File: src/rv_pkg.sv
package rv_pkg;

    localparam int XLEN       = 64; // data path width
    localparam int REG_ADDR_W = 5;  // 32 integer registers

    // major opcodes handled by this slice
    typedef enum logic [6:0] {
        OPC_LOAD      = 7'b0000011,
        OPC_OP_IMM    = 7'b0010011,
        OPC_OP_IMM_32 = 7'b0011011,
        OPC_STORE     = 7'b0100011,
        OPC_OP        = 7'b0110011,
        OPC_OP_32     = 7'b0111011,
        OPC_JALR      = 7'b1100111
    } opcode_e;

    typedef enum logic [2:0] {
        ALU_ADD,
        ALU_SUB,
        ALU_AND,
        ALU_OR,
        ALU_XOR,
        ALU_SLL,
        ALU_SRL,
        ALU_ADDW  // 32-bit add, sign-extended
    } alu_op_e;

    typedef enum logic [2:0] {
        MEM_NONE,
        MEM_LD,
        MEM_LW,
        MEM_LBU,
        MEM_SD,
        MEM_SW,
        MEM_SB
    } mem_op_e;

    typedef enum logic [1:0] {
        WB_ALU,
        WB_LOAD,
        WB_LINK   // pc + 4 for jalr
    } wb_sel_e;

    typedef struct packed {
        logic [REG_ADDR_W-1:0] rs1;
        logic [REG_ADDR_W-1:0] rs2;
        logic [REG_ADDR_W-1:0] rd;
        logic [XLEN-1:0]       imm;       // already sign-extended
        logic                  use_imm;   // imm replaces rs2 at the alu
        alu_op_e               alu_op;
        mem_op_e               mem_op;
        wb_sel_e               wb_sel;
        logic                  reg_write;
        logic                  is_jalr;
    } dec_op_t;

    typedef struct packed {
        logic [XLEN-1:0]       pc;
        logic [REG_ADDR_W-1:0] rd;
        logic                  we;
        logic [XLEN-1:0]       wdata;
        logic                  illegal;
    } commit_t;

    typedef struct packed {
        logic            valid;
        logic [XLEN-1:0] target;
    } redirect_t;

endpackage

File: src/reg_file.sv
`timescale 1ns/1ps

module reg_file import rv_pkg::*; (
    input  logic                  clk,
    input  logic                  rst_n,
    input  logic                  wen,
    input  logic [REG_ADDR_W-1:0] waddr,
    input  logic [XLEN-1:0]       wdata,
    input  logic [REG_ADDR_W-1:0] raddr1,
    input  logic [REG_ADDR_W-1:0] raddr2,
    output logic [XLEN-1:0]       rdata1,
    output logic [XLEN-1:0]       rdata2
);

    localparam int NUM_REGS = 2 ** REG_ADDR_W;

    logic [XLEN-1:0] regs [NUM_REGS];

    always_ff @(posedge clk or negedge rst_n) begin
        if (!rst_n) begin
            for (int i = 0; i < NUM_REGS; i++) begin
                regs[i] <= '0;
            end
        end else if (wen && (waddr != '0)) begin  // x0 is read only
            regs[waddr] <= wdata;
        end
    end

    // combinational reads, x0 forced to zero
    always_comb begin
        if (raddr1 == '0) begin
            rdata1 = '0;
        end else begin
            rdata1 = regs[raddr1];
        end
    end

    always_comb begin
        if (raddr2 == '0) begin
            rdata2 = '0;
        end else begin
            rdata2 = regs[raddr2];
        end
    end

    // the storage behind x0 must never pick up a value, whatever is written
    a_x0_stays_zero: assert property (
        @(posedge clk) disable iff (!rst_n)
        regs[0] == '0
    ) else $error("reg_file: x0 storage holds a nonzero value");

endmodule

File: config.mk
export PLATFORM = sky130hd
export DESIGN_NAME = reg_file
export DESIGN_NICKNAME = d
export VERILOG_FILES = /design/src/rv_pkg.sv /design/src/reg_file.sv
export SDC_FILE = /design/constraint.sdc
export NUM_CORES = 2
export LEC_CHECK = 0
export BUFFER_PORTS_ARGS = -buffer_cell sky130_fd_sc_hd__clkbuf_2
export CORE_ASPECT_RATIO = 0.75
export CORE_MARGIN = 1.5
export CORE_UTILIZATION = 40
export CTS_CLUSTER_SIZE = 20
export DETAILED_ROUTE_END_ITERATION = 8
export SLEW_MARGIN = 20
export SYNTH_ARGS = -nofsm -noshare
export SYNTH_HDL_FRONTEND = slang
export SYNTH_SLANG_ARGS = --single-unit
File: constraint.sdc
create_clock -name clk -period 5.3 [get_ports clk]
set_clock_uncertainty 0.05 [all_clocks]
set_input_delay 0.795 -clock clk [delete_from_list [all_inputs] [get_ports clk]]
set_output_delay 0.795 -clock clk [all_outputs]
set_load 0.01 [all_outputs]
Word-level counts from Yosys, hierarchy flattened:

Index checks and enable logic that the tools add are counted.

* $lt $le $gt $ge: 4
* mux-type cells: 11
* bitwise gates (word level): 3
* reductions and logical operators: 5

Operators with widths (count)
* bitwise mux 2048 bit: 1
* binary-select mux 64 bit (select 5 bit): 2
* two-way mux 64 bit: 7
* demux 64 bit (select 5 bit): 1
* >= comparator 6 bit, second input constant: 3
* NOT 5 -> 6 bit: 3
* logical NOT 5 bit: 2
* less-than comparator 6 x 1 -> 1 bit, second input constant: 1
* nonzero test 5 bit: 1
* logical AND 1 bit: 2

* flip-flop bits (word level): 2048
* input port bits: 82

Longest topological paths before layout:

* depth in word-level cells: 6
* gate-level depth with buffers: 9
* depth with buffers taken out: 4

Least setup slack after synthesis:

OpenSTA, ideal clock, no wires.

* path type: input -> output
* from: input raddr2[1]
* to: output rdata2[44]
* data arrival time: 2.544 ns
* required time: 4.455 ns
* setup slack: 1.911 ns
* stages on the path: 7
* cells stage by stage: buf_4 > buf_2 > buf_1 > mux4_2 > mux4_2 > a2bb2oi_1 > o21ai_0

* cells in the longest elaborated chain, start to end: 5
* elaborated cells on any way between the ends: 6
* those cells by class: mux: 4; bitwise: 1; reduce/logical: 1

RTL lines
* start, declared: line reg_file.sv:10 `input logic [REG_ADDR_W-1:0] raddr2,`
* NOT 5 -> 6 bit (not written as such): line reg_file.sv:42 `rdata2 = regs[raddr2];`
* binary-select mux 64 bit (select 5 bit): line reg_file.sv:42
* two-way mux 64 bit (not written as such) (2 in series): line reg_file.sv:42
* two-way mux 64 bit (*): line reg_file.sv:39 `if (raddr2 == '0) begin`
* end, declared: line reg_file.sv:12 `output logic [XLEN-1:0] rdata2`

Mark *: on every way between the ends. The rest lies on a longest branch, timed or not. The select of a mux whose other input is x is not followed.

Worst setup path in the final report:

* from: input raddr1[0]
* to: output rdata1[23]

* cells in the longest elaborated chain, start to end: 5
* elaborated cells on any way between the ends: 6
* those cells by class: mux: 4; bitwise: 1; reduce/logical: 1

RTL lines
* start, declared: line reg_file.sv:9 `input logic [REG_ADDR_W-1:0] raddr1,`
* NOT 5 -> 6 bit (not written as such): line reg_file.sv:34 `rdata1 = regs[raddr1];`
* binary-select mux 64 bit (select 5 bit): line reg_file.sv:34
* two-way mux 64 bit (not written as such) (2 in series): line reg_file.sv:34
* two-way mux 64 bit (*): line reg_file.sv:31 `if (raddr1 == '0) begin`
* end, declared: line reg_file.sv:11 `output logic [XLEN-1:0] rdata1,`

Marked as above.

==> flow_metrics.py <==
metrics = {
    "run_status": {
        "outcome": "finished clean",
    },
    "hold_path": {
        "holdPathStages": 0,
        "min_path_type": "register to register",
    },
    "pwr": {
        "netSwitchingPower_w": 0.01257,
        "swShare_pct": 27.12,
        "seq_power_share_pct": 44.8,
        "p_clk_share_pct": 34.3,
        "cellLeakagePower_nw": 52.16,
        "peakVddDrop_v": 0.0002997,
        "power_density_mw_per_mm2": 384.0,
        "p_comb_share_pct": 20.9,
        "p_int_w": 0.03379,
    },
    "yosys": {
        "ys_warn_count": 0,
        "ys.flop_type": "dfrtp_1",
        "synthDominantCellAreaShare_pct": 47.51,
        "synth.area.top_cells": "dfrtp_1, mux4_2, mux2_2",
        "syn_area_mm2": 0.1079,
        "netlist_instances": 6672,
        "synth_common_cells": "dfrtp_1, mux2_2, mux4_2",
        "synthesis.nets": 6754,
        "syn_avg_cell_area_um2": 16.17,
        "synth.most_common_cell": "dfrtp_1",
        "synth-edff-count": 0,
        "synth_seq_cells": 2048,
        "yosys.area.top_type": "dfrtp_1",
        "synth-seq-area-share_pct": 47.51,
        "ys_async_sr_fraction_pct": 100.0,
        "synth_cell_types": 51,
    },
    "grt": {
        "grt_antenna_before_repair": 33,
        "grt_max_degree": 155,
        "grt_pass1_vias": 67993,
        "grt_pass1_wl_um": 498900,
        "grt_use_total_pct": 25.02,
        "overflow": 0,
    },
    "route": {
        "drcViolationCount": 0,
        "wl_per_cell_um": 33.01,
        "dr.pass1.iters": 7,
        "drtIter0Drc": 5975,
        "viasPerCell": 6.273,
        "vias": 64823,
        "ant_nets": 0,
        "wl_um": 341100,
    },
    "setup_path": {
        "crit_type": "primary input to output pin",
        "startpoint": "raddr1[0]",
        "critPathMaxFanout": 55,
        "cp.arrival_ns": 3.51,
        "r2r_end": "regs[666]",
        "critPathCaptureType": "output pin",
        "endpoint": "rdata1[23]",
        "r2r-start": "regs[666]",
        "rr_worst_depth": 1,
        "worstPathRequired_ns": 4.45,
        "r2r_slack_ns": 4.42,
        "cp-start-kind": "primary input",
    },
    "clock_network": {
        "cts_buffers": 218,
        "clock_latency_ns": 0.88,
        "cts_buffer_depth": 4,
        "root_buffer": "clkbuf_16",
        "cts_tree": "yes",
        "ctsHoldBuffers": 1,
        "clkTransAtPathRegs_ns": 0.06,
        "cts_sinks": 2048,
        "htree_levels": 4,
        "cts_resized": 0,
        "cts_setup_buffers": 0,
    },
    "die": {
        "std_cell_rows": 164,
        "dieArea_mm2": 0.2728,
        "start_util_pct": 40.37,
        "die_x_um": 602.6,
        "die_y_um": 452.7,
        "design.core.area_mm2": 0.2672,
        "num_io_pins": 210,
    },
    "cells_and_area": {
        "regMostFlops": "regs",
        "syn2layout_area_growth_pct": 11.94,
        "drive_above_1_share_pct": 58.31,
        "fin_util_pct": 45.19,
        "largest_reg_flops": 2048,
        "nNetsFinal": 6660,
        "top_regs": "regs (2048)",
    },
    "sta": {
        "final-hold-violation-count": 0,
        "period_minus_slack_ns": 4.359,
        "fin_tns_setup_ns": 0,
        "fmax_mhz": 229.4,
        "slew_viol_final": 0,
        "rsz0062_at_grt": "false",
        "tightest_slew_ns": 1.206,
        "min_period_over_period_pct": 82.25,
        "maxSlewHeadroom_pct": 19.40,
        "setup_slack_ns": 0.9406,
        "setup_viol": 0,
    },
    "place": {
        "dp_slack_ns": 0.8438,
        "port_buffers": 209,
        "post-dp-hpwl_um": 200400,
        "gp_congestion": 0.7814,
    },
    "flow_run": {
        "drv_cap": 0,
    },
}
worst min path at each step:
stage,startpoint,endpoint,slack (ns)
finish,regs[2026],regs[2026],0.32
global route,regs[2042],regs[2042],0.33
CTS,regs[2030],regs[2030],0.33
detailed placement,regs[2042],regs[2042],0.31
global placement,regs[2030],regs[2030],0.31
floorplan,regs[2004],regs[2004],0.37
worst max-delay path, cell delays in order:
cell and delay, ns:
buf_8 0.61, buf_12 0.36, mux4_2 0.55, mux4_2 0.54, a21o_1 0.32, clkbuf_2 0.18
routing by layer:
metal / wire, um / track usage, %
met1: 149300 / 35.58
met2: 159500 / 39.06
met3: 21500 / 4.520
met4: 10770 / 7.904
met5: 80 / 0
metrics by stage:
step                std cells  hold WS, ns  area, um2  total power [W]
finish                  10333       0.3236     120700          0.04636
floorplan                6672       0.3746     107900          0.02750
global placement         9925       0.3105     113300          0.03026
detailed placement       9925       0.3132     113300          0.03070
global route            10323       0.3336     120700          0.04834
CTS                     10316       0.3267     120700          0.04665
kinds of logic after synthesis:
group / after synthesis / synth area share, %
compound gates: 293 / 1.895
buf+inv: 782 / 3.204
flops: 2048 / 47.51
simple gates: 146 / 0.7018
mux: 3403 / 46.69
area by class of cell:
| class | instances | area (um2) |
|---|---|---|
| fill | 23182 | 146400 |
| multi-input combinational | 3842 | 53440 |
| sequential | 2048 | 51250 |
| clock buffer | 320 | 6524 |
| tap | 3569 | 4466 |
| timing repair buffer | 466 | 4192 |
| clock inverter | 70 | 815.8 |
| antenna | 16 | 40.04 |
| inverter | 2 | 15.01 |
cell usage in the layout (no fill, tap or decap), types with 12 or more instances in the layout:
cell,Yosys,layout
a21o_1,47,47
a2bb2oi_1,51,51
buf_12,0,88
buf_4,35,168
bufinv_16,0,17
clkbuf_1,452,38
clkbuf_16,0,222
clkbuf_2,0,198
clkbuf_8,0,62
clkinv_2,0,41
dfrtp_1,2048,2048
diode_2,0,16
mux2_1,37,37
mux2_2,1975,1975
mux2i_1,290,290
mux4_2,1101,1101
nand2_1,39,29
nor2_1,26,15
nor2b_1,13,12
o21ai_0,28,27
o21ai_1,34,35
o22ai_1,69,69
power by group through the flow:
stage	clock [W]	sequential [W]	combinational (W)
4_1_cts	0.0162	0.0207	0.00979
2_1_floorplan	0	0.0202	0.00732
6_report	0.0159	0.0208	0.00969
3_5_place_dp	0	0.0209	0.00976
5_1_grt	0.0169	0.0211	0.0104
3_3_place_gp	0	0.0207	0.00954
(Power assumes the default switching activity.)
