[config.mk]
export PLATFORM = sky130hd
export DESIGN_NAME = rv_decoder
export DESIGN_NICKNAME = d
export VERILOG_FILES = /design/src/rv_pkg.sv /design/src/rv_decoder.sv
export SDC_FILE = /design/constraint.sdc
export NUM_CORES = 1
export LEC_CHECK = 0
export ABC_CLOCK_PERIOD_IN_PS = 1500
export CAP_MARGIN = 15
export CORE_MARGIN = 2
export CORE_UTILIZATION = 50
export DETAILED_ROUTE_END_ITERATION = 8
export DONT_BUFFER_PORTS = 1
export GPL_TIMING_DRIVEN = 0
export PLACE_DENSITY = 0.73
export SLEW_MARGIN = 20
export SYNTH_ARGS = -nofsm -noshare
export SYNTH_HDL_FRONTEND = slang
export SYNTH_SLANG_ARGS = --single-unit
[constraint.sdc]
create_clock -name vclk -period 1.5
set_clock_uncertainty 0.2 [all_clocks]
set_input_delay 0.3 -clock vclk [all_inputs]
set_output_delay 0.3 -clock vclk [all_outputs]
set_load 0.01 [all_outputs]
[src/rv_pkg.sv]
package rv_pkg;

    localparam int XLEN       = 64; // data path width
    localparam int REG_ADDR_W = 5;  // 32 integer registers

    // major opcodes handled by this slice
    typedef enum logic [6:0] {
        OPC_LOAD      = 7'b0000011,
        OPC_OP_IMM    = 7'b0010011,
        OPC_OP_IMM_32 = 7'b0011011,
        OPC_STORE     = 7'b0100011,
        OPC_OP        = 7'b0110011,
        OPC_OP_32     = 7'b0111011,
        OPC_JALR      = 7'b1100111
    } opcode_e;

    typedef enum logic [2:0] {
        ALU_ADD,
        ALU_SUB,
        ALU_AND,
        ALU_OR,
        ALU_XOR,
        ALU_SLL,
        ALU_SRL,
        ALU_ADDW  // 32-bit add, sign-extended
    } alu_op_e;

    typedef enum logic [2:0] {
        MEM_NONE,
        MEM_LD,
        MEM_LW,
        MEM_LBU,
        MEM_SD,
        MEM_SW,
        MEM_SB
    } mem_op_e;

    typedef enum logic [1:0] {
        WB_ALU,
        WB_LOAD,
        WB_LINK   // pc + 4 for jalr
    } wb_sel_e;

    typedef struct packed {
        logic [REG_ADDR_W-1:0] rs1;
        logic [REG_ADDR_W-1:0] rs2;
        logic [REG_ADDR_W-1:0] rd;
        logic [XLEN-1:0]       imm;       // already sign-extended
        logic                  use_imm;   // imm replaces rs2 at the alu
        alu_op_e               alu_op;
        mem_op_e               mem_op;
        wb_sel_e               wb_sel;
        logic                  reg_write;
        logic                  is_jalr;
    } dec_op_t;

    typedef struct packed {
        logic [XLEN-1:0]       pc;
        logic [REG_ADDR_W-1:0] rd;
        logic                  we;
        logic [XLEN-1:0]       wdata;
        logic                  illegal;
    } commit_t;

    typedef struct packed {
        logic            valid;
        logic [XLEN-1:0] target;
    } redirect_t;

endpackage

[src/rv_decoder.sv]
`timescale 1ns/1ps

module rv_decoder import rv_pkg::*; (
    input  logic [31:0] instr,
    output dec_op_t     op,
    output logic        illegal
);

    logic [6:0]      funct7;
    logic [2:0]      funct3;
    logic [XLEN-1:0] imm_i;
    logic [XLEN-1:0] imm_s;

    assign funct7 = instr[31:25];
    assign funct3 = instr[14:12];

    // I- and S-format immediates, sign bit is always instr[31]
    assign imm_i = {{(XLEN-12){instr[31]}}, instr[31:20]};
    assign imm_s = {{(XLEN-12){instr[31]}}, instr[31:25], instr[11:7]};

    always_comb begin
        op           = '0;
        op.rs1       = instr[19:15];
        op.rs2       = instr[24:20];
        op.rd        = instr[11:7];
        op.imm       = imm_i;
        op.alu_op    = ALU_ADD;  // address and link paths all add
        op.mem_op    = MEM_NONE;
        op.wb_sel    = WB_ALU;
        illegal      = 1'b0;

        case (instr[6:0])
            OPC_OP: begin
                case ({funct7, funct3})
                    {7'b0000000, 3'b000}: op.alu_op = ALU_ADD;
                    {7'b0100000, 3'b000}: op.alu_op = ALU_SUB;
                    {7'b0000000, 3'b001}: op.alu_op = ALU_SLL;
                    {7'b0000000, 3'b100}: op.alu_op = ALU_XOR;
                    {7'b0000000, 3'b101}: op.alu_op = ALU_SRL;
                    {7'b0000000, 3'b110}: op.alu_op = ALU_OR;
                    {7'b0000000, 3'b111}: op.alu_op = ALU_AND;
                    default:              illegal   = 1'b1;
                endcase
                op.reg_write = !illegal;
            end
            OPC_OP_IMM: begin
                op.use_imm   = 1'b1;
                illegal      = (funct3 != 3'b000);  // addi only
                op.reg_write = !illegal;
            end
            OPC_OP_32: begin
                op.alu_op    = ALU_ADDW;
                illegal      = ({funct7, funct3} != 10'b0);
                op.reg_write = !illegal;
            end
            OPC_OP_IMM_32: begin
                op.alu_op    = ALU_ADDW;  // addiw
                op.use_imm   = 1'b1;
                illegal      = (funct3 != 3'b000);
                op.reg_write = !illegal;
            end
            OPC_LOAD: begin
                op.use_imm = 1'b1;
                op.wb_sel  = WB_LOAD;
                case (funct3)
                    3'b011:  op.mem_op = MEM_LD;
                    3'b010:  op.mem_op = MEM_LW;
                    3'b100:  op.mem_op = MEM_LBU;
                    default: illegal   = 1'b1;
                endcase
                op.reg_write = !illegal;
            end
            OPC_STORE: begin
                op.use_imm = 1'b1;
                op.imm     = imm_s;
                case (funct3)
                    3'b011:  op.mem_op = MEM_SD;
                    3'b010:  op.mem_op = MEM_SW;
                    3'b000:  op.mem_op = MEM_SB;
                    default: illegal   = 1'b1;
                endcase
            end
            OPC_JALR: begin
                op.use_imm   = 1'b1;
                op.wb_sel    = WB_LINK;
                illegal      = (funct3 != 3'b000);
                op.reg_write = !illegal;
                op.is_jalr   = !illegal;
            end
            default: illegal = 1'b1;
        endcase

        if (illegal) begin
            op.mem_op = MEM_NONE;  // never touch memory on a bad encoding
        end
    end

endmodule

-- Word-level counts from Yosys, hierarchy flattened
Cells that the tools add are included.
- add/sub/neg operators: 0
- multipliers: 0
- divide/modulo/power cells: 0
- order comparisons: 0
- eq/ne operators: 16
- shift operators: 0
- muxes and demuxes: 17
- bitwise logic cells: 0
- reduce and logical (&&, ||, !) cells: 14
- operators by type and width (cell ; count):
    equality test 10 x 3 -> 1 bit (second input constant) ; 4
    equality test 7 x 6 -> 1 bit (second input constant) ; 3
    one-hot mux 3 bit (6 select lines) ; 1
    equality test 7 x 5 -> 1 bit (second input constant) ; 2
    one-hot mux 3 bit (2 select lines) ; 2
    equality test 10 x 1 -> 1 bit (second input constant) ; 1
    equality test 10 x 9 -> 1 bit (second input constant) ; 1
    zero test 10 bit ; 1
    nonzero test 10 bit ; 1
    one-hot mux 3 bit (3 select lines) ; 1
    OR reduction 3 bit ; 3
    equality test 7 x 2 -> 1 bit (second input constant) ; 1
    equality test 7 bit (second input constant) ; 1
    2-to-1 mux 1 bit ; 7
    OR reduction 7 bit ; 1
    equality test 3 x 2 -> 1 bit (second input constant) ; 2
    one-hot mux 2 bit (3 select lines) ; 1
    2-to-1 mux 5 bit ; 1
    one-hot mux 1 bit (5 select lines) ; 1
    OR reduction 5 bit ; 1
    zero test 1 bit ; 4
    one-hot mux 1 bit (4 select lines) ; 1
    one-hot mux 2 bit (2 select lines) ; 1
    equality test 3 bit (second input constant) ; 1
    4 further kinds ; 4
- register bits: 0
- latch bits: 0
- memory bits (writable): 0
- bits in read-only memories: 0
- input bits: 32
- word-level logic and storage cells: 47
- memories kept: 0

-- Logic depth before layout (Yosys ltp)
- word-level depth: 6
- gate-level depth with buffers: 5

-- Worst setup path before layout
No wires, ideal clock.
- kind: input to output
- start: in instr[13]
- end: out op[7] (netlist bit)
- arrival time: 1209 ps
- slack: -209 ps
- stages on the path: 5
- path buffers: 1
- cells stage by stage: buf_6 or3b_1 a21oi_1 o21ai_1 a21oi_1
- RTL lines (element ; RTL line ; text):
    start: declaration ; rv_decoder.sv:4 ; input logic [31:0] instr,
    end: declaration ; rv_decoder.sv:5 ; output dec_op_t op,

==> results.txt <==
The flow ran to the end, but the final reports show violations. The checks that failed: setup timing. STA classifies the critical path startpoint as an input port. Buffers placed on the I/O ports in this run total 0. The first global-routing pass estimated 3430 µm of wire. Measured against its own limit, the worst slew margin works out to 77.0%.

Static timing analysis puts the maximum clock frequency at 563 MHz. The actual transition at the worst max-transition pin is 342 ps, and the number of flip-flops and latches is 0. Placed instance area: 0.00117 mm². Before antenna repair, the detailed router went through 4 iterations. The post-route netlist has 80.7% of its cells at a drive strength greater than 1. The clock network is responsible for 0% of the overall power.

Entering global routing, the biggest net connects 55 pins. The worst hold path terminates at op[75]. The die covers 0.00255 mm².

After synthesis, flip-flops and latches occupy 0% of the total area. The tools report the overall routed net length as 2680 µm. Global routing used 16.4% of the available tracks. The tools report the number of instances in the synthesized netlist as 145.

The worst setup path is captured at an output port. The tools report the number of failing hold endpoints at the final stage as 0. The internal portion of the total power is 191 µW.

In this run the mean area of a mapped cell was 7.46 µm². By startpoint and endpoint, the worst setup path is classified as input port to output port. Sequential cells account for 0% of the total power. The worst-case IR drop observed on VDD is 0.192 mV. The ratio of total power to cell area is 263 mW/mm², and the via count of the routed design is 915. The worst path uses 118% of the clock period. For this run, the post-layout net count is 184. 123 I/O pins were placed. The floorplan step defined a core boundary enclosing 0.00200 mm². In this run the power spent charging and discharging nets is 159 µW. Cell type with the largest total area after synthesis: sky130_fd_sc_hd__buf_4.

The tools report the initial antenna violation count as 0. Yosys attributes the largest share of cell area to sky130_fd_sc_hd__buf_4 (53%), sky130_fd_sc_hd__mux2_1 (5.2%), sky130_fd_sc_hd__a21oi_1 (2.3%). Final critical-path setup slack: -277 ps. After detailed routing, the number of vias per cell comes to 5.17. The commonest cells after synthesis are sky130_fd_sc_hd__buf_4 (76), sky130_fd_sc_hd__nand2_1 (6), sky130_fd_sc_hd__a21oi_1 (5), sky130_fd_sc_hd__mux2_1 (5), sky130_fd_sc_hd__nor2_1 (5). The footprint of the flip-flops and latches was 0 µm²; the detail-routed net length per standard cell was 15.2 µm. The finished cells cover 0.00133 mm². The total number of placement rows is 16, and the initial core utilization is 54.1%. The yosys synthesis warning count is 0. In this run switching power makes up 45.4% of total power. The congestion estimate from routability-driven global placement came to 0.808. The count of pins over their slew limit is 0, and the share of the synthesized area in the top cell type is 52.7%. Data on the critical path is required at its endpoint by 1000 ps. After layout, the clock buffer instance count stands at 0.

The via count of the first global-routing pass is 758. The run gives 100.0% as the logic gate share of total power. The first routing iteration left 10 violations. Launch point of the worst hold path: instr[7].

The remaining global-route overflow is 0. Once detail routing completed, the nets flagged for antenna violations numbered 0. Yosys mapped the design onto 39 distinct sky130hd cell types.

Of all nets on the critical path, the largest fanout is 3. Synthesis-to-finish area growth: 23.2%. Setup repair after global routing could not meet its margin everywhere. For the worst setup path, the data arrival time is 1280 ps. The hold path depth is 1. The path type of the worst min-delay path is input port to output port.

The total of hold buffers inserted after clock tree synthesis came out at 0. The run gives -253 ps as the pre-CTS worst setup slack. The tools report the sum of net half-perimeters after detailed placement as 2080 µm.

The most common cell in the netlist is sky130_fd_sc_hd__buf_4. Measured along the x axis, the die boundary spans 50.5 µm. The height of the chip was 50.5 µm; the final antenna diode count was 0.

In the routed design, unresolved DRC markers number 0. The clock period minus final worst setup slack was 1780 ps; the net count after synthesis was 177. The cell area that synthesis handed to floorplanning was 0.00108 mm². In this run the static leakage power is 0.000627 µW. The logs give 15 for the final count of negative-setup-slack endpoints and 0 for the reported max-cap violation count.
==> critical path, stage by stage <==
cell	delay [ps]
sky130_fd_sc_hd__buf_12	110
sky130_fd_sc_hd__or3b_4	420
sky130_fd_sc_hd__a21oi_4	190
sky130_fd_sc_hd__o21ai_2	80
sky130_fd_sc_hd__a21oi_2	180
==> timing repair <==
item | in CTS | in global routing
resized for setup | 11 | 13
buffers inserted | 2 | 3
hold endpoints to repair | 0 | 0
endpoints found under the setup margin | 13 | 17
pin swaps | 5 | 8
==> metal layers <==
| metal | wire (µm) | track usage, % |
|---|---|---|
| met1 | 935 | 20.3 |
| met2 | 1370 | 30.5 |
| met3 | 345 | 3.27 |
| met4 | 36 | 0.901 |
| met5 | 0 | 0 |
==> cell type report <==
class | instances | area, µm²
plain buffers | 78 | 609
fillers | 168 | 668
inverters | 4 | 17.5
multi-input cells | 63 | 603
well taps | 27 | 33.8
repair buffers | 5 | 70.1
==> cell families (layout without fill, tap and decap cells) <==
| group | count (synthesis) | count (layout) | share of synthesized area (%) |
|---|---|---|---|
| buffers and inverters | 82 | 87 | 56.2 |
| AO/OA/AOI/OAI | 20 | 20 | 12.9 |
| XOR/XNOR | 1 | 1 | 0.809 |
| AND/OR/NAND/NOR | 37 | 37 | 24.9 |
| multiplexers | 5 | 5 | 5.20 |
==> cells in the final DEF (no fill, tap or decap), types with 2 or more instances in the layout <==
cell type | Yosys | layout
sky130_fd_sc_hd__buf_4 | 76 | 76
sky130_fd_sc_hd__mux2_2 | 0 | 4
sky130_fd_sc_hd__nand2_1 | 6 | 4
sky130_fd_sc_hd__buf_6 | 2 | 3
sky130_fd_sc_hd__buf_12 | 0 | 3
sky130_fd_sc_hd__a21oi_2 | 0 | 3
sky130_fd_sc_hd__o21ai_0 | 3 | 3
sky130_fd_sc_hd__nand3b_1 | 2 | 2
sky130_fd_sc_hd__inv_2 | 1 | 2
sky130_fd_sc_hd__nor2_1 | 5 | 2
sky130_fd_sc_hd__and3_1 | 3 | 2
sky130_fd_sc_hd__nor2_4 | 1 | 2
sky130_fd_sc_hd__nor2_2 | 0 | 2
sky130_fd_sc_hd__nand2_2 | 0 | 2
sky130_fd_sc_hd__nor3_4 | 0 | 2
==> power by group through the flow <==
| stage | sequential, µW | clock (µW) | combinational, µW |
|---|---|---|---|
| 2_1_floorplan | 0 | 0 | 296 |
| 3_3_place_gp | 0 | 0 | 318 |
| 3_5_place_dp | 0 | 0 | 321 |
| 4_1_cts | 0 | 0 | 330 |
| 5_1_grt | 0 | 0 | 368 |
| 6_report | 0 | 0 | 350 |
==> worst max path at each step <==
stage / slack (ps) / to / start
after CTS: -240 / illegal / instr[4]
after global routing: -290 / op[7] / instr[14]
final: -280 / op[7] / instr[14]
after detailed placement: -250 / op[7] / instr[13]
after global placement: -230 / illegal / instr[3]
after floorplan: -170 / illegal / instr[3]
==> stage by stage <==
step | hold slack (ps) | setup TNS [ps] | util (%) | cells | power (µW)
floorplan | 492 | -1100 | - | 145 | 296
global placement | 494 | -1710 | 58.7 | 172 | 318
detailed placement | 493 | -1840 | 58.7 | 172 | 321
CTS | 493 | -1800 | 61.9 | 174 | 330
global route | 495 | -2930 | 66.6 | 177 | 368
finish | 493 | -2520 | 66.6 | 177 | 350
Note: power is estimated with default switching activity, not from simulation.
